**src/verilog/dcache_pkg.sv**
```systemverilog
/*
 * Shared widths, vector types and structs for the replay-queued data cache.
 * Modules import this package inside their bodies.
 */
`default_nettype none

package dcache_pkg;

   // Address split inside a block
   localparam int byte_off_w_gp  = 2;
   localparam int word_sel_w_gp  = 2;
   localparam int block_off_w_gp = byte_off_w_gp + word_sel_w_gp;

   typedef logic [31:0]  word_t;
   typedef logic [11:0]  page_offset_t;
   typedef logic [19:0]  ptag_t;
   typedef logic [31:0]  paddr_t;
   typedef logic [127:0] block_t;

   typedef enum logic
   {
      e_op_load
     ,e_op_store
   } dcache_op_e;

   typedef struct packed
   {
      dcache_op_e   opcode;
      page_offset_t offset;
      word_t        data;
   } dcache_pkt_t;

   // One replay queue entry, request plus its physical tag
   typedef struct packed
   {
      dcache_pkt_t pkt;
      ptag_t       ptag;
   } rolly_entry_t;

   typedef enum logic
   {
      e_mem_read
     ,e_mem_write
   } mem_op_e;

   typedef struct packed
   {
      mem_op_e op;
      paddr_t  addr;
      word_t   data;
   } mem_cmd_t;

   typedef struct packed
   {
      block_t data;
   } mem_resp_t;

   typedef struct packed
   {
      mem_op_e op;
      paddr_t  addr;
      word_t   data;
   } miss_req_t;

   typedef struct packed
   {
      paddr_t addr;
      block_t data;
   } fill_t;

endpackage

`default_nettype wire

```
**src/verilog/replay_fifo.sv**
```systemverilog
/*
 * Request queue that holds entries until the cache returns their result.
 * A missing result two cycles after issue rolls the read pointer back.
 */
`timescale 1ns/1ps
`default_nettype none

module replay_fifo
   #(parameter fifo_els_p = 8)
   (input  logic                     clk_i
   ,input  logic                     rst_i

   ,input  dcache_pkg::rolly_entry_t entry_i
   ,input  logic                     v_i
   ,output logic                     ready_o

   ,output dcache_pkg::rolly_entry_t entry_o
   ,output logic                     issue_o
   ,input  logic                     commit_i
   ,output logic                     flush_o
   );

   import dcache_pkg::*;

   localparam int ptr_w_lp = $clog2(fifo_els_p);

   // Extra top bit tells a full queue from an empty one
   typedef logic [ptr_w_lp:0] ptr_t;

   rolly_entry_t mem_r [fifo_els_p];

   ptr_t wptr_r;
   ptr_t rptr_r;
   ptr_t cptr_r;
   ptr_t held;

   logic [1:0] watch_r;
   logic       enq;
   logic       unissued;
   logic       rollback;

   assign held     = wptr_r - cptr_r;
   assign ready_o  = (held != ptr_t'(fifo_els_p));
   assign enq      = v_i & ready_o;
   assign unissued = (rptr_r != wptr_r);

   // Entry issued two cycles ago came back without a result
   assign rollback = watch_r[1] & ~commit_i;

   assign issue_o = unissued & ~rollback;
   assign flush_o = rollback;
   assign entry_o = mem_r[rptr_r[ptr_w_lp-1:0]];

   always_ff @(posedge clk_i)
   begin
      if (enq)
         mem_r[wptr_r[ptr_w_lp-1:0]] <= entry_i;
   end

   always_ff @(posedge clk_i)
   begin
      if (rst_i)
      begin
         wptr_r  <= '0;
         rptr_r  <= '0;
         cptr_r  <= '0;
         watch_r <= '0;
      end
      else
      begin
         if (enq)
            wptr_r <= wptr_r + 1'b1;

         if (rollback)
            rptr_r <= cptr_r;
         else if (issue_o)
            rptr_r <= rptr_r + 1'b1;

         if (commit_i)
            cptr_r <= cptr_r + 1'b1;

         // Younger issue in stage 1 is flushed along with the rollback
         watch_r <= {watch_r[0] & ~rollback, issue_o};
      end
   end

endmodule

`default_nettype wire

```
**src/verilog/dcache_pipe.sv**
```systemverilog
/*
 * Direct mapped write-through data cache, two stages deep.
 * Stage 1 reads the arrays, stage 2 compares tags and raises misses.
 */
`timescale 1ns/1ps
`default_nettype none

module dcache_pipe
   #(parameter sets_p = 16)
   (input  logic                     clk_i
   ,input  logic                     rst_i

   ,input  dcache_pkg::rolly_entry_t entry_i
   ,input  logic                     issue_i
   ,input  logic                     flush_i

   ,output dcache_pkg::word_t        data_o
   ,output logic                     v_o

   ,output dcache_pkg::miss_req_t    miss_o
   ,output logic                     miss_v_o
   ,input  logic                     miss_busy_i

   ,input  dcache_pkg::fill_t        fill_i
   ,input  logic                     fill_v_i
   );

   import dcache_pkg::*;

   localparam int idx_w_lp = $clog2(sets_p);
   localparam int tag_w_lp = $bits(paddr_t) - block_off_w_gp - idx_w_lp;

   typedef logic [idx_w_lp-1:0] idx_t;
   typedef logic [tag_w_lp-1:0] tag_t;

   tag_t              tag_mem_r  [sets_p];
   block_t            data_mem_r [sets_p];
   logic [sets_p-1:0] valid_r;

   logic         s1_v_r;
   rolly_entry_t s1_entry_r;
   paddr_t       s1_paddr;
   idx_t         s1_idx;

   logic         s2_v_r;
   rolly_entry_t s2_entry_r;
   tag_t         s2_tag_r;
   logic         s2_valid_r;
   block_t       s2_block_r;
   paddr_t       s2_paddr;
   idx_t         s2_idx;
   tag_t         s2_tag;

   logic [word_sel_w_gp-1:0] s2_word;
   logic                     s2_hit;
   logic                     s2_store;
   logic                     store_done;
   block_t                   store_block;

   logic   wr_en;
   idx_t   wr_idx;
   tag_t   wr_tag;
   block_t wr_block;

   assign s1_paddr = {s1_entry_r.ptag, s1_entry_r.pkt.offset};
   assign s1_idx   = s1_paddr[block_off_w_gp +: idx_w_lp];

   assign s2_paddr = {s2_entry_r.ptag, s2_entry_r.pkt.offset};
   assign s2_idx   = s2_paddr[block_off_w_gp +: idx_w_lp];
   assign s2_tag   = s2_paddr[$bits(paddr_t)-1 -: tag_w_lp];
   assign s2_word  = s2_paddr[byte_off_w_gp +: word_sel_w_gp];

   assign s2_hit     = s2_v_r & s2_valid_r & (s2_tag_r == s2_tag);
   assign s2_store   = (s2_entry_r.pkt.opcode == e_op_store);
   assign store_done = s2_hit & s2_store & ~miss_busy_i;

   assign v_o    = (s2_hit & ~s2_store) | store_done;
   assign data_o = s2_store ? '0 : s2_block_r[s2_word*$bits(word_t) +: $bits(word_t)];

   // Misses fetch the block, store hits write through
   assign miss_v_o = s2_v_r & ~miss_busy_i & (~s2_hit | s2_store);
   assign miss_o   = '{op:   s2_hit ? e_mem_write : e_mem_read
                      ,addr: s2_paddr
                      ,data: s2_entry_r.pkt.data};

   always_comb
   begin
      store_block = s2_block_r;
      store_block[s2_word*$bits(word_t) +: $bits(word_t)] = s2_entry_r.pkt.data;
   end

   // Fills and store hits never coincide, the miss unit is busy during a fill
   always_comb
   begin
      wr_en = fill_v_i | store_done;
      if (fill_v_i)
      begin
         wr_idx   = fill_i.addr[block_off_w_gp +: idx_w_lp];
         wr_tag   = fill_i.addr[$bits(paddr_t)-1 -: tag_w_lp];
         wr_block = fill_i.data;
      end
      else
      begin
         wr_idx   = s2_idx;
         wr_tag   = s2_tag;
         wr_block = store_block;
      end
   end

   always_ff @(posedge clk_i)
   begin
      if (wr_en)
      begin
         tag_mem_r[wr_idx]  <= wr_tag;
         data_mem_r[wr_idx] <= wr_block;
      end
   end

   always_ff @(posedge clk_i)
   begin
      if (rst_i)
         valid_r <= '0;
      else if (wr_en)
         valid_r[wr_idx] <= 1'b1;
   end

   always_ff @(posedge clk_i)
   begin
      if (rst_i)
      begin
         s1_v_r <= 1'b0;
         s2_v_r <= 1'b0;
      end
      else
      begin
         s1_v_r <= issue_i;
         s2_v_r <= s1_v_r & ~flush_i;
      end
   end

   always_ff @(posedge clk_i)
   begin
      s1_entry_r <= entry_i;
      s2_entry_r <= s1_entry_r;
      // Bypass a write landing on the set stage 1 reads this cycle
      if (wr_en && (wr_idx == s1_idx))
      begin
         s2_tag_r   <= wr_tag;
         s2_valid_r <= 1'b1;
         s2_block_r <= wr_block;
      end
      else
      begin
         s2_tag_r   <= tag_mem_r[s1_idx];
         s2_valid_r <= valid_r[s1_idx];
         s2_block_r <= data_mem_r[s1_idx];
      end
   end

endmodule

`default_nettype wire

```
**src/verilog/miss_unit.sv**
```systemverilog
/*
 * Miss handler between the cache pipe and memory.
 * Sends block reads and write-through stores, then fills the arrays.
 */
`timescale 1ns/1ps
`default_nettype none

module miss_unit
   (input  logic                  clk_i
   ,input  logic                  rst_i

   ,input  dcache_pkg::miss_req_t miss_i
   ,input  logic                  miss_v_i
   ,output logic                  miss_busy_o

   ,output dcache_pkg::mem_cmd_t  mem_cmd_o
   ,output logic                  mem_cmd_v_o
   ,input  logic                  mem_cmd_ready_i

   ,input  dcache_pkg::mem_resp_t mem_resp_i
   ,input  logic                  mem_resp_v_i
   ,output logic                  mem_resp_yumi_o

   ,output dcache_pkg::fill_t     fill_o
   ,output logic                  fill_v_o
   );

   import dcache_pkg::*;

   typedef enum logic [1:0]
   {
      e_idle
     ,e_send
     ,e_wait_resp
     ,e_fill
   } state_e;

   state_e    state_r;
   state_e    state_n;
   miss_req_t req_r;
   block_t    resp_block_r;
   paddr_t    block_addr;
   logic      is_read;

   assign is_read    = (req_r.op == e_mem_read);
   assign block_addr = {req_r.addr[$bits(paddr_t)-1:block_off_w_gp], {block_off_w_gp{1'b0}}};

   assign miss_busy_o     = (state_r != e_idle);
   assign mem_cmd_v_o     = (state_r == e_send);
   assign mem_resp_yumi_o = (state_r == e_wait_resp) & mem_resp_v_i;
   assign fill_v_o        = (state_r == e_fill);

   // Built from latched state only, so it holds while memory stalls
   assign mem_cmd_o = '{op:   req_r.op
                       ,addr: is_read ? block_addr : req_r.addr
                       ,data: req_r.data};

   assign fill_o = '{addr: block_addr, data: resp_block_r};

   always_comb
   begin
      state_n = state_r;
      case (state_r)
         e_idle:
            if (miss_v_i)
               state_n = e_send;
         e_send:
            if (mem_cmd_ready_i)
               state_n = is_read ? e_wait_resp : e_idle;
         e_wait_resp:
            if (mem_resp_v_i)
               state_n = e_fill;
         e_fill:
            state_n = e_idle;
         default:
            state_n = e_idle;
      endcase
   end

   always_ff @(posedge clk_i)
   begin
      if (rst_i)
         state_r <= e_idle;
      else
         state_r <= state_n;
   end

   always_ff @(posedge clk_i)
   begin
      if ((state_r == e_idle) && miss_v_i)
         req_r <= miss_i;
      if (mem_resp_yumi_o)
         resp_block_r <= mem_resp_i.data;
   end

endmodule

`default_nettype wire

```
**src/verilog/dcache_replay_top.sv**
```systemverilog
/*
 * Data cache with a replay queue in front and a miss unit behind.
 * Requests go in order, one result pulse per request on v_o.
 */
`timescale 1ns/1ps
`default_nettype none

module dcache_replay_top
   #(parameter fifo_els_p = 8
    ,parameter sets_p     = 16
    )
   (input  logic                    clk_i
   ,input  logic                    rst_i

   ,input  dcache_pkg::dcache_pkt_t pkt_i
   ,input  dcache_pkg::ptag_t       ptag_i
   ,input  logic                    v_i
   ,output logic                    ready_o

   ,output dcache_pkg::word_t       data_o
   ,output logic                    v_o

   ,output dcache_pkg::mem_cmd_t    mem_cmd_o
   ,output logic                    mem_cmd_v_o
   ,input  logic                    mem_cmd_ready_i

   ,input  dcache_pkg::mem_resp_t   mem_resp_i
   ,input  logic                    mem_resp_v_i
   ,output logic                    mem_resp_yumi_o
   );

   import dcache_pkg::*;

   rolly_entry_t entry_li;
   rolly_entry_t rolly_entry_lo;
   logic         rolly_issue_lo;
   logic         flush_lo;
   logic         pipe_v_lo;

   miss_req_t    miss_lo;
   logic         miss_v_lo;
   logic         miss_busy_lo;
   fill_t        fill_lo;
   logic         fill_v_lo;

   assign entry_li = '{pkt: pkt_i, ptag: ptag_i};

   replay_fifo
      #(.fifo_els_p(fifo_els_p))
      rolly
      (.clk_i(clk_i)
      ,.rst_i(rst_i)
      ,.entry_i(entry_li)
      ,.v_i(v_i)
      ,.ready_o(ready_o)
      ,.entry_o(rolly_entry_lo)
      ,.issue_o(rolly_issue_lo)
      ,.commit_i(pipe_v_lo)
      ,.flush_o(flush_lo)
      );

   dcache_pipe
      #(.sets_p(sets_p))
      dcache
      (.clk_i(clk_i)
      ,.rst_i(rst_i)
      ,.entry_i(rolly_entry_lo)
      ,.issue_i(rolly_issue_lo)
      ,.flush_i(flush_lo)
      ,.data_o(data_o)
      ,.v_o(pipe_v_lo)
      ,.miss_o(miss_lo)
      ,.miss_v_o(miss_v_lo)
      ,.miss_busy_i(miss_busy_lo)
      ,.fill_i(fill_lo)
      ,.fill_v_i(fill_v_lo)
      );

   // Result pulse doubles as the queue commit
   assign v_o = pipe_v_lo;

   miss_unit
      miss
      (.clk_i(clk_i)
      ,.rst_i(rst_i)
      ,.miss_i(miss_lo)
      ,.miss_v_i(miss_v_lo)
      ,.miss_busy_o(miss_busy_lo)
      ,.mem_cmd_o(mem_cmd_o)
      ,.mem_cmd_v_o(mem_cmd_v_o)
      ,.mem_cmd_ready_i(mem_cmd_ready_i)
      ,.mem_resp_i(mem_resp_i)
      ,.mem_resp_v_i(mem_resp_v_i)
      ,.mem_resp_yumi_o(mem_resp_yumi_o)
      ,.fill_o(fill_lo)
      ,.fill_v_o(fill_v_lo)
      );

endmodule

`default_nettype wire

```
**config.mk**
```make
export PLATFORM = sky130hd
export DESIGN_NAME = dcache_replay_top
export DESIGN_NICKNAME = d
export VERILOG_FILES = /design/src/verilog/dcache_pkg.sv /design/src/verilog/replay_fifo.sv /design/src/verilog/dcache_pipe.sv /design/src/verilog/miss_unit.sv /design/src/verilog/dcache_replay_top.sv
export SDC_FILE = /design/constraint.sdc
export NUM_CORES = 2
export LEC_CHECK = 0
export ABC_CLOCK_PERIOD_IN_PS = 16430
export BUFFER_PORTS_ARGS = -buffer_cell sky130_fd_sc_hd__buf_2
export CORE_MARGIN = 4
export CORE_UTILIZATION = 55
export DETAILED_ROUTE_END_ITERATION = 6
export PLACE_DENSITY = 0.74
export SETUP_SLACK_MARGIN = 0.5
export SYNTH_ARGS = -nofsm -noshare
export SYNTH_HDL_FRONTEND = slang
export SYNTH_HIERARCHICAL = 1
export SYNTH_SLANG_ARGS = --single-unit
```
**constraint.sdc**
```tcl
create_clock -name clk_i -period 16.43 [get_ports clk_i]
set_clock_uncertainty 0.1 [all_clocks]
set_input_delay 1.643 -clock clk_i [delete_from_list [all_inputs] [get_ports clk_i]]
set_output_delay 1.643 -clock clk_i [all_outputs]
set_load 0.02 [all_outputs]
```
# Word-level counts from Yosys, hierarchy flattened
# Memory sizes are Yosys's and may differ from the RTL's. A register that Yosys moved wholly into a read port is not among the register bits.
# Index checks and enable logic that the tools add are counted.
[word_totals]
reg_bits = 293
latch_bits = 0
mem_bits_rw = 2952
rom_bits = 0
input_bits = 198
output_inout_bits = 101
word_cells = 92
memories = 3
[memory_table]
columns = ["memory", "words", "word_bits", "rd", "rd_clocked_by_memory_dff", "wr", "line_no", "text"]
rows = [
  ["dcache.data_mem_r", 16, 128, 1, 1, 1, "dcache_pipe.sv:37", "block_t data_mem_r [sets_p];"],
  ["rolly.mem_r", 8, 65, 1, 1, 1, "replay_fifo.sv:30", "rolly_entry_t mem_r [fifo_els_p];"],
  ["dcache.tag_mem_r", 16, 24, 1, 1, 1, "dcache_pipe.sv:36", "tag_t tag_mem_r [sets_p];"],
]
[op_classes]
addsub = 5
n_mul = 0
div = 0
magnitude_cmp = 3
eq_ne = 10
shift = 3
muxes = 22
bitwise = 22
reduce_logical = 7
[ops]
columns = ["cell", "count"]
rows = [
  ["$bwmux W128", 1],
  ["$mux W128", 1],
  ["$shift A32 B34 Y128 const A", 1],
  ["$shiftx A128 B8 Y32", 1],
  ["$shiftx A32 B34 Y128", 1],
  ["$neg A7 Y34", 1],
  ["$mux W32", 1],
  ["$eq A24 B24 Y1", 1],
  ["$mux W24", 1],
  ["$mux W4", 4],
  ["$or A16 B16 Y16", 1],
  ["$and A1 B1 Y1", 13],
  ["$add A4 B1 Y4 const B", 3],
  ["$lt A4 B5 Y1 const B", 2],
  ["$mux W2", 4],
  ["$pmux W2 S4", 1],
  ["$mux W1", 7],
  ["$not A1 Y1", 5],
  ["$bmux W1 S4", 1],
  ["$demux W1 S4", 1],
  ["$eq A2 B2 Y1 const B", 2],
  ["$eq A4 B4 Y1", 1],
  ["$ge A4 B1 Y1 const B", 1],
  ["$ne A2 B1 Y1 const B", 2],
  ["10 further kinds", 15],
]

# Longest topological paths before layout
[depth]
ltp_word = 11
ltp_mapped = 16
mapped_depth_nobuf = 12

# Hierarchy
# The synthesis kept the hierarchy.
[modules_own_cells]
columns = ["mod", "instances", "cells_per_inst", "area_per_inst_um2", "seq_area_each_um2"]
rows = [
  ["dcache_pipe", 1, 4423, 99085.0, 76012.9],
  ["replay_fifo", 1, 861, 20448.4, 15955.3],
  ["miss_unit", 1, 307, 6656.4, 5835.6],
]

# Worst setup path before layout
# OpenSTA, ideal clock, no wires.
[synth_timing]
path_type = "reg-to-reg"
start = "register dcache.s2_entry_r (netlist bit dcache/miss_o[37])"
end = "memory dcache/data_mem_r[0][0] in the netlist's numbering (enable)"
setup_time_ns = 0.849
t_arrival_ns = 13.065
required_ns = 15.481
path_slack_ns = 2.416
stages_incl_launch_ff = 10
path_buffers = 3
period_less_slack_ns = 14.014
path_cell_list = "dfxtp_1 buf_2 buf_1 mux4_2 mux4_2 xor2_1 nor4_1 a41oi_1 clkbuf_1 nor3_1"
[synth_between]
elab_chain_len = 1
[synth_rtl]
columns = ["item", "line_no", "text"]
rows = [
  ["from (decl)", "dcache_pipe.sv:46", "rolly_entry_t s2_entry_r;"],
  ["from (signal assigned)", "dcache_pipe.sv:144", "s2_entry_r <= s1_entry_r;"],
  ["$mux W4", "dcache_pipe.sv:96", "if (fill_v_i)"],
  ["to (decl)", "dcache_pipe.sv:37", ""],
]
# Every way passes these cells.

==> impl_metrics.csv <==
group,metric,value,unit
cells_and_area,proportion_of_layout_cells_with_a_drive_suffix_above_1,31.02,%
yosys,syn_inst,5586,
critical_path,worst_path_slowest_cell,"sky130_fd_sc_hd__dfxtp_4",
grt,globalRouteTotalUtil,27.35,%
routing,drc,0,
clock_network,count_of_h_tree_levels_built_during_cts,5,
critical_path,crit_path_end_kind,"output pin",
power,p_int,18.67,mW
critical_path,critPathTopFamily,"buffers and inverters",
floorplanning,top_level_ports,299,
floorplanning,floorplan.initialDensity,55.40,%
routing,dr.first_iter.drc_count,9089,
power,total_power_per_unit_cell_area,191.5,nW/um2
power,power.sequential.fraction,44.4,%
routing,drt_pass1_iterations,5,
grt,grt_pass1_wl,461300,um
routing,postRouteWirelength,322500,um
clock_network,post_cts_resized,0,
critical_path,critical-path-max-stage-delay,0.92,ns
timing,rsz0062_at_grt,"no",
clock_network,clk_root_buffer_cell,"sky130_fd_sc_hd__clkbuf_16",
run_status,result_of_the_run,"completed",
yosys,synth_warnings,6,
timing,layout_min_cycle_time,9.291,ns
placement,placed_area,131100,um2
timing,setup_viol_count_final,0,
power,power.share.combinational,28.8,%
clock_network,clk_pin_slew,0.06,ns
floorplanning,die_h,486.9,um
critical_path,crit_buf_inv,4,
cells_and_area,filler_cell_count,14980,
clock_network,clockBufferDepth,4,
grt,antenna_found_initial,49,
routing,route.detailed.vias_per_inst,6.666,
cells_and_area,finalInstanceArea,141400,um2
clock_network,postCtsSetupBuffers,0,
cells_and_area,nNetsFinal,6205,
clock_network,clock_insertion_delay_worst_skew,0.95,ns
yosys,syn-mean-instance-area,22.58,um2
critical_path,cp_data_required_time,14.69,ns
timing,fin_crit_sh,56.55,%
floorplanning,rows,175,
placement,post_dp_hpwl,174800,um
power,p_leak,45.14,nW
yosys,synth.net_count,5795,
run,max-cap-violations,0,
timing,final_tns_setup,0,ns
timing,worst_pin_slew,1.246,ns
critical_path,criticalPathCategory,"reg -> out",
cells_and_area,layout-area-overhead-vs-synth,12.12,%
critical_path,path_cells,"buf_4 > buf_4 > buf_12 > mux4_2 > a22oi_1 > a21oi_1 > nor2b_1 > nand4_1 > nor4_2 > nand3_1 > a21oi_1 > buf_2",
yosys,mappedNetlistArea,126200,um2
grt,number_of_global_route_vias_before_repair,62850,
routing,dr_total_vias,61860,
power,clockPowerShare,26.8,%
floorplanning,chipWidth,486.9,um
routing,detail-route-antenna-nets,0,
critical_path,critical_path.startpoint_type,"register",
grt,grt_overflow,0,
power,power.ir.vdd_worst,0.1573,mV
clock_network,postCtsHoldBufs,0,
timing,achievable-frequency,107.6,MHz
critical_path,arrival_time_at_the_worst_endpoint,7.55,ns
power,sw_frac_of_total,31.08,%
clock_network,cts.sink_count,3313,
placement,place_congestion,0.8148,
timing,hold_violations,0,
timing,relSlewSlack,16.96,%
floorplanning,die_area,237100,um2
worst_hold_path,holdCritPathClass,"reg -> reg",
floorplanning,standard_cell_core_area,227700,um2
routing,route.detailed.wl_per_inst,34.76,um
clock_network,cts_tree,"built",
cells_and_area,finalCoreUtilization,62.11,%
clock_network,cts_buffers,336,
placement,place.port_buffers,298,
grt,maximum_number_of_pins_on_one_net_before_global_route_repair,167,
critical_path,critPathMaxFanout,166,
timing,timing_max_transition_violations_final,0,
power,power.switching,8.420,mW
flip-flops by register name (all words and copies together) (netlist names), 28 cells and up, named ones only:
name,cells
dcache/miss_o,64
dcache/tag_mem_r,384
miss/resp_block_r,128
miss/fill_o,28
rolly/mem_r,520
dcache/data_mem_r,2048
miss/mem_cmd_o,33
dcache/s1_entry_r,65
worst register-to-register path, cell delays in order, from the launching register on:
cell                      delay [ns]
sky130_fd_sc_hd__dfxtp_4        0.92
sky130_fd_sc_hd__buf_4          0.93
sky130_fd_sc_hd__buf_4          0.82
sky130_fd_sc_hd__buf_12         0.74
sky130_fd_sc_hd__mux4_2         0.77
sky130_fd_sc_hd__a22oi_1        0.23
sky130_fd_sc_hd__a21oi_1        0.13
sky130_fd_sc_hd__nor2b_1        0.17
sky130_fd_sc_hd__nand4_1        0.15
sky130_fd_sc_hd__nor4_2         0.35
sky130_fd_sc_hd__a41oi_4        0.16
sky130_fd_sc_hd__buf_4          0.32
sky130_fd_sc_hd__nor3_2         0.24
sky130_fd_sc_hd__buf_4          0.82
sky130_fd_sc_hd__buf_4          0.81
sky130_fd_sc_hd__buf_4          0.69
layer usage:
layer | part of all wire, % | GRT usage [%] | vias up | routed length, um
met5 | 0.055 | 0 | - | 177
met1 | 37 | 39.35 | 32660 | 119000
li1 | - | - | 24270 | -
met3 | 12 | 6.743 | 644 | 40120
met2 | 47 | 41.85 | 4253 | 151600
met4 | 3.6 | 9.102 | 24 | 11610
power groups by stage:
stage	registers [mW]	clock network, mW	logic (mW)
6_report	12.0	7.25	7.81
3_3_place_gp	12.2	0	7.49
3_5_place_dp	12.2	0	7.71
5_1_grt	12.1	7.73	8.29
2_1_floorplan	11.8	0	5.35
4_1_cts	12.0	7.35	7.75
metrics by stage:
stage / setup slack [ns] / cells / total power [mW] / hold WS [ns]
finish: 7.139 / 9279 / 27.09 / 0.2150
global route: 6.811 / 9265 / 28.08 / 0.2254
CTS: 7.135 / 9264 / 27.12 / 0.2237
detailed placement: 7.785 / 8667 / 19.91 / 0.2121
global placement: 7.858 / 8666 / 19.67 / 0.2102
floorplan: 2.416 / 5586 / 17.12 / 0.2096
placed cells by master (no fill, tap or decap), types with 64 or more instances in the layout:
cell / n
sky130_fd_sc_hd__edfxtp_1: 3145
sky130_fd_sc_hd__inv_1: 94
sky130_fd_sc_hd__mux4_2: 866
sky130_fd_sc_hd__clkinv_2: 64
sky130_fd_sc_hd__clkbuf_16: 339
sky130_fd_sc_hd__dfxtp_1: 160
sky130_fd_sc_hd__clkbuf_1: 82
sky130_fd_sc_hd__a221oi_1: 83
sky130_fd_sc_hd__nand2_1: 127
sky130_fd_sc_hd__buf_4: 149
sky130_fd_sc_hd__mux2_2: 103
sky130_fd_sc_hd__a21oi_1: 114
sky130_fd_sc_hd__buf_2: 298
layout make-up:
cell class / instances / area [um2] / share of cell area, %
Clock inverter: 168 / 1424 / 1.007
Sequential cell: 3313 / 97830 / 69.17
Tap cell: 3009 / 3765 / 2.662
Antenna cell: 15 / 37.54 / 0.02654
Inverter: 101 / 387.9 / 0.2742
Timing Repair Buffer: 460 / 2870 / 2.029
Clock buffer: 429 / 8901 / 6.293
Multi-Input combinational cell: 1784 / 26230 / 18.54
final timing paths:
check	startpoint	end	slack, ns	cells after the start
hold / removal	dcache/s1_entry_r[32]	dcache/miss_o[12]	0.22	0
setup reg to reg	dcache/miss_o[37]	dcache/data_mem_r[9][69]	7.62	15
hold reg to reg	dcache/s1_entry_r[32]	dcache/miss_o[12]	0.22	0
setup / recovery	dcache/miss_o[37]	v_o	7.14	12
Note: power is estimated with default switching activity, not from simulation.
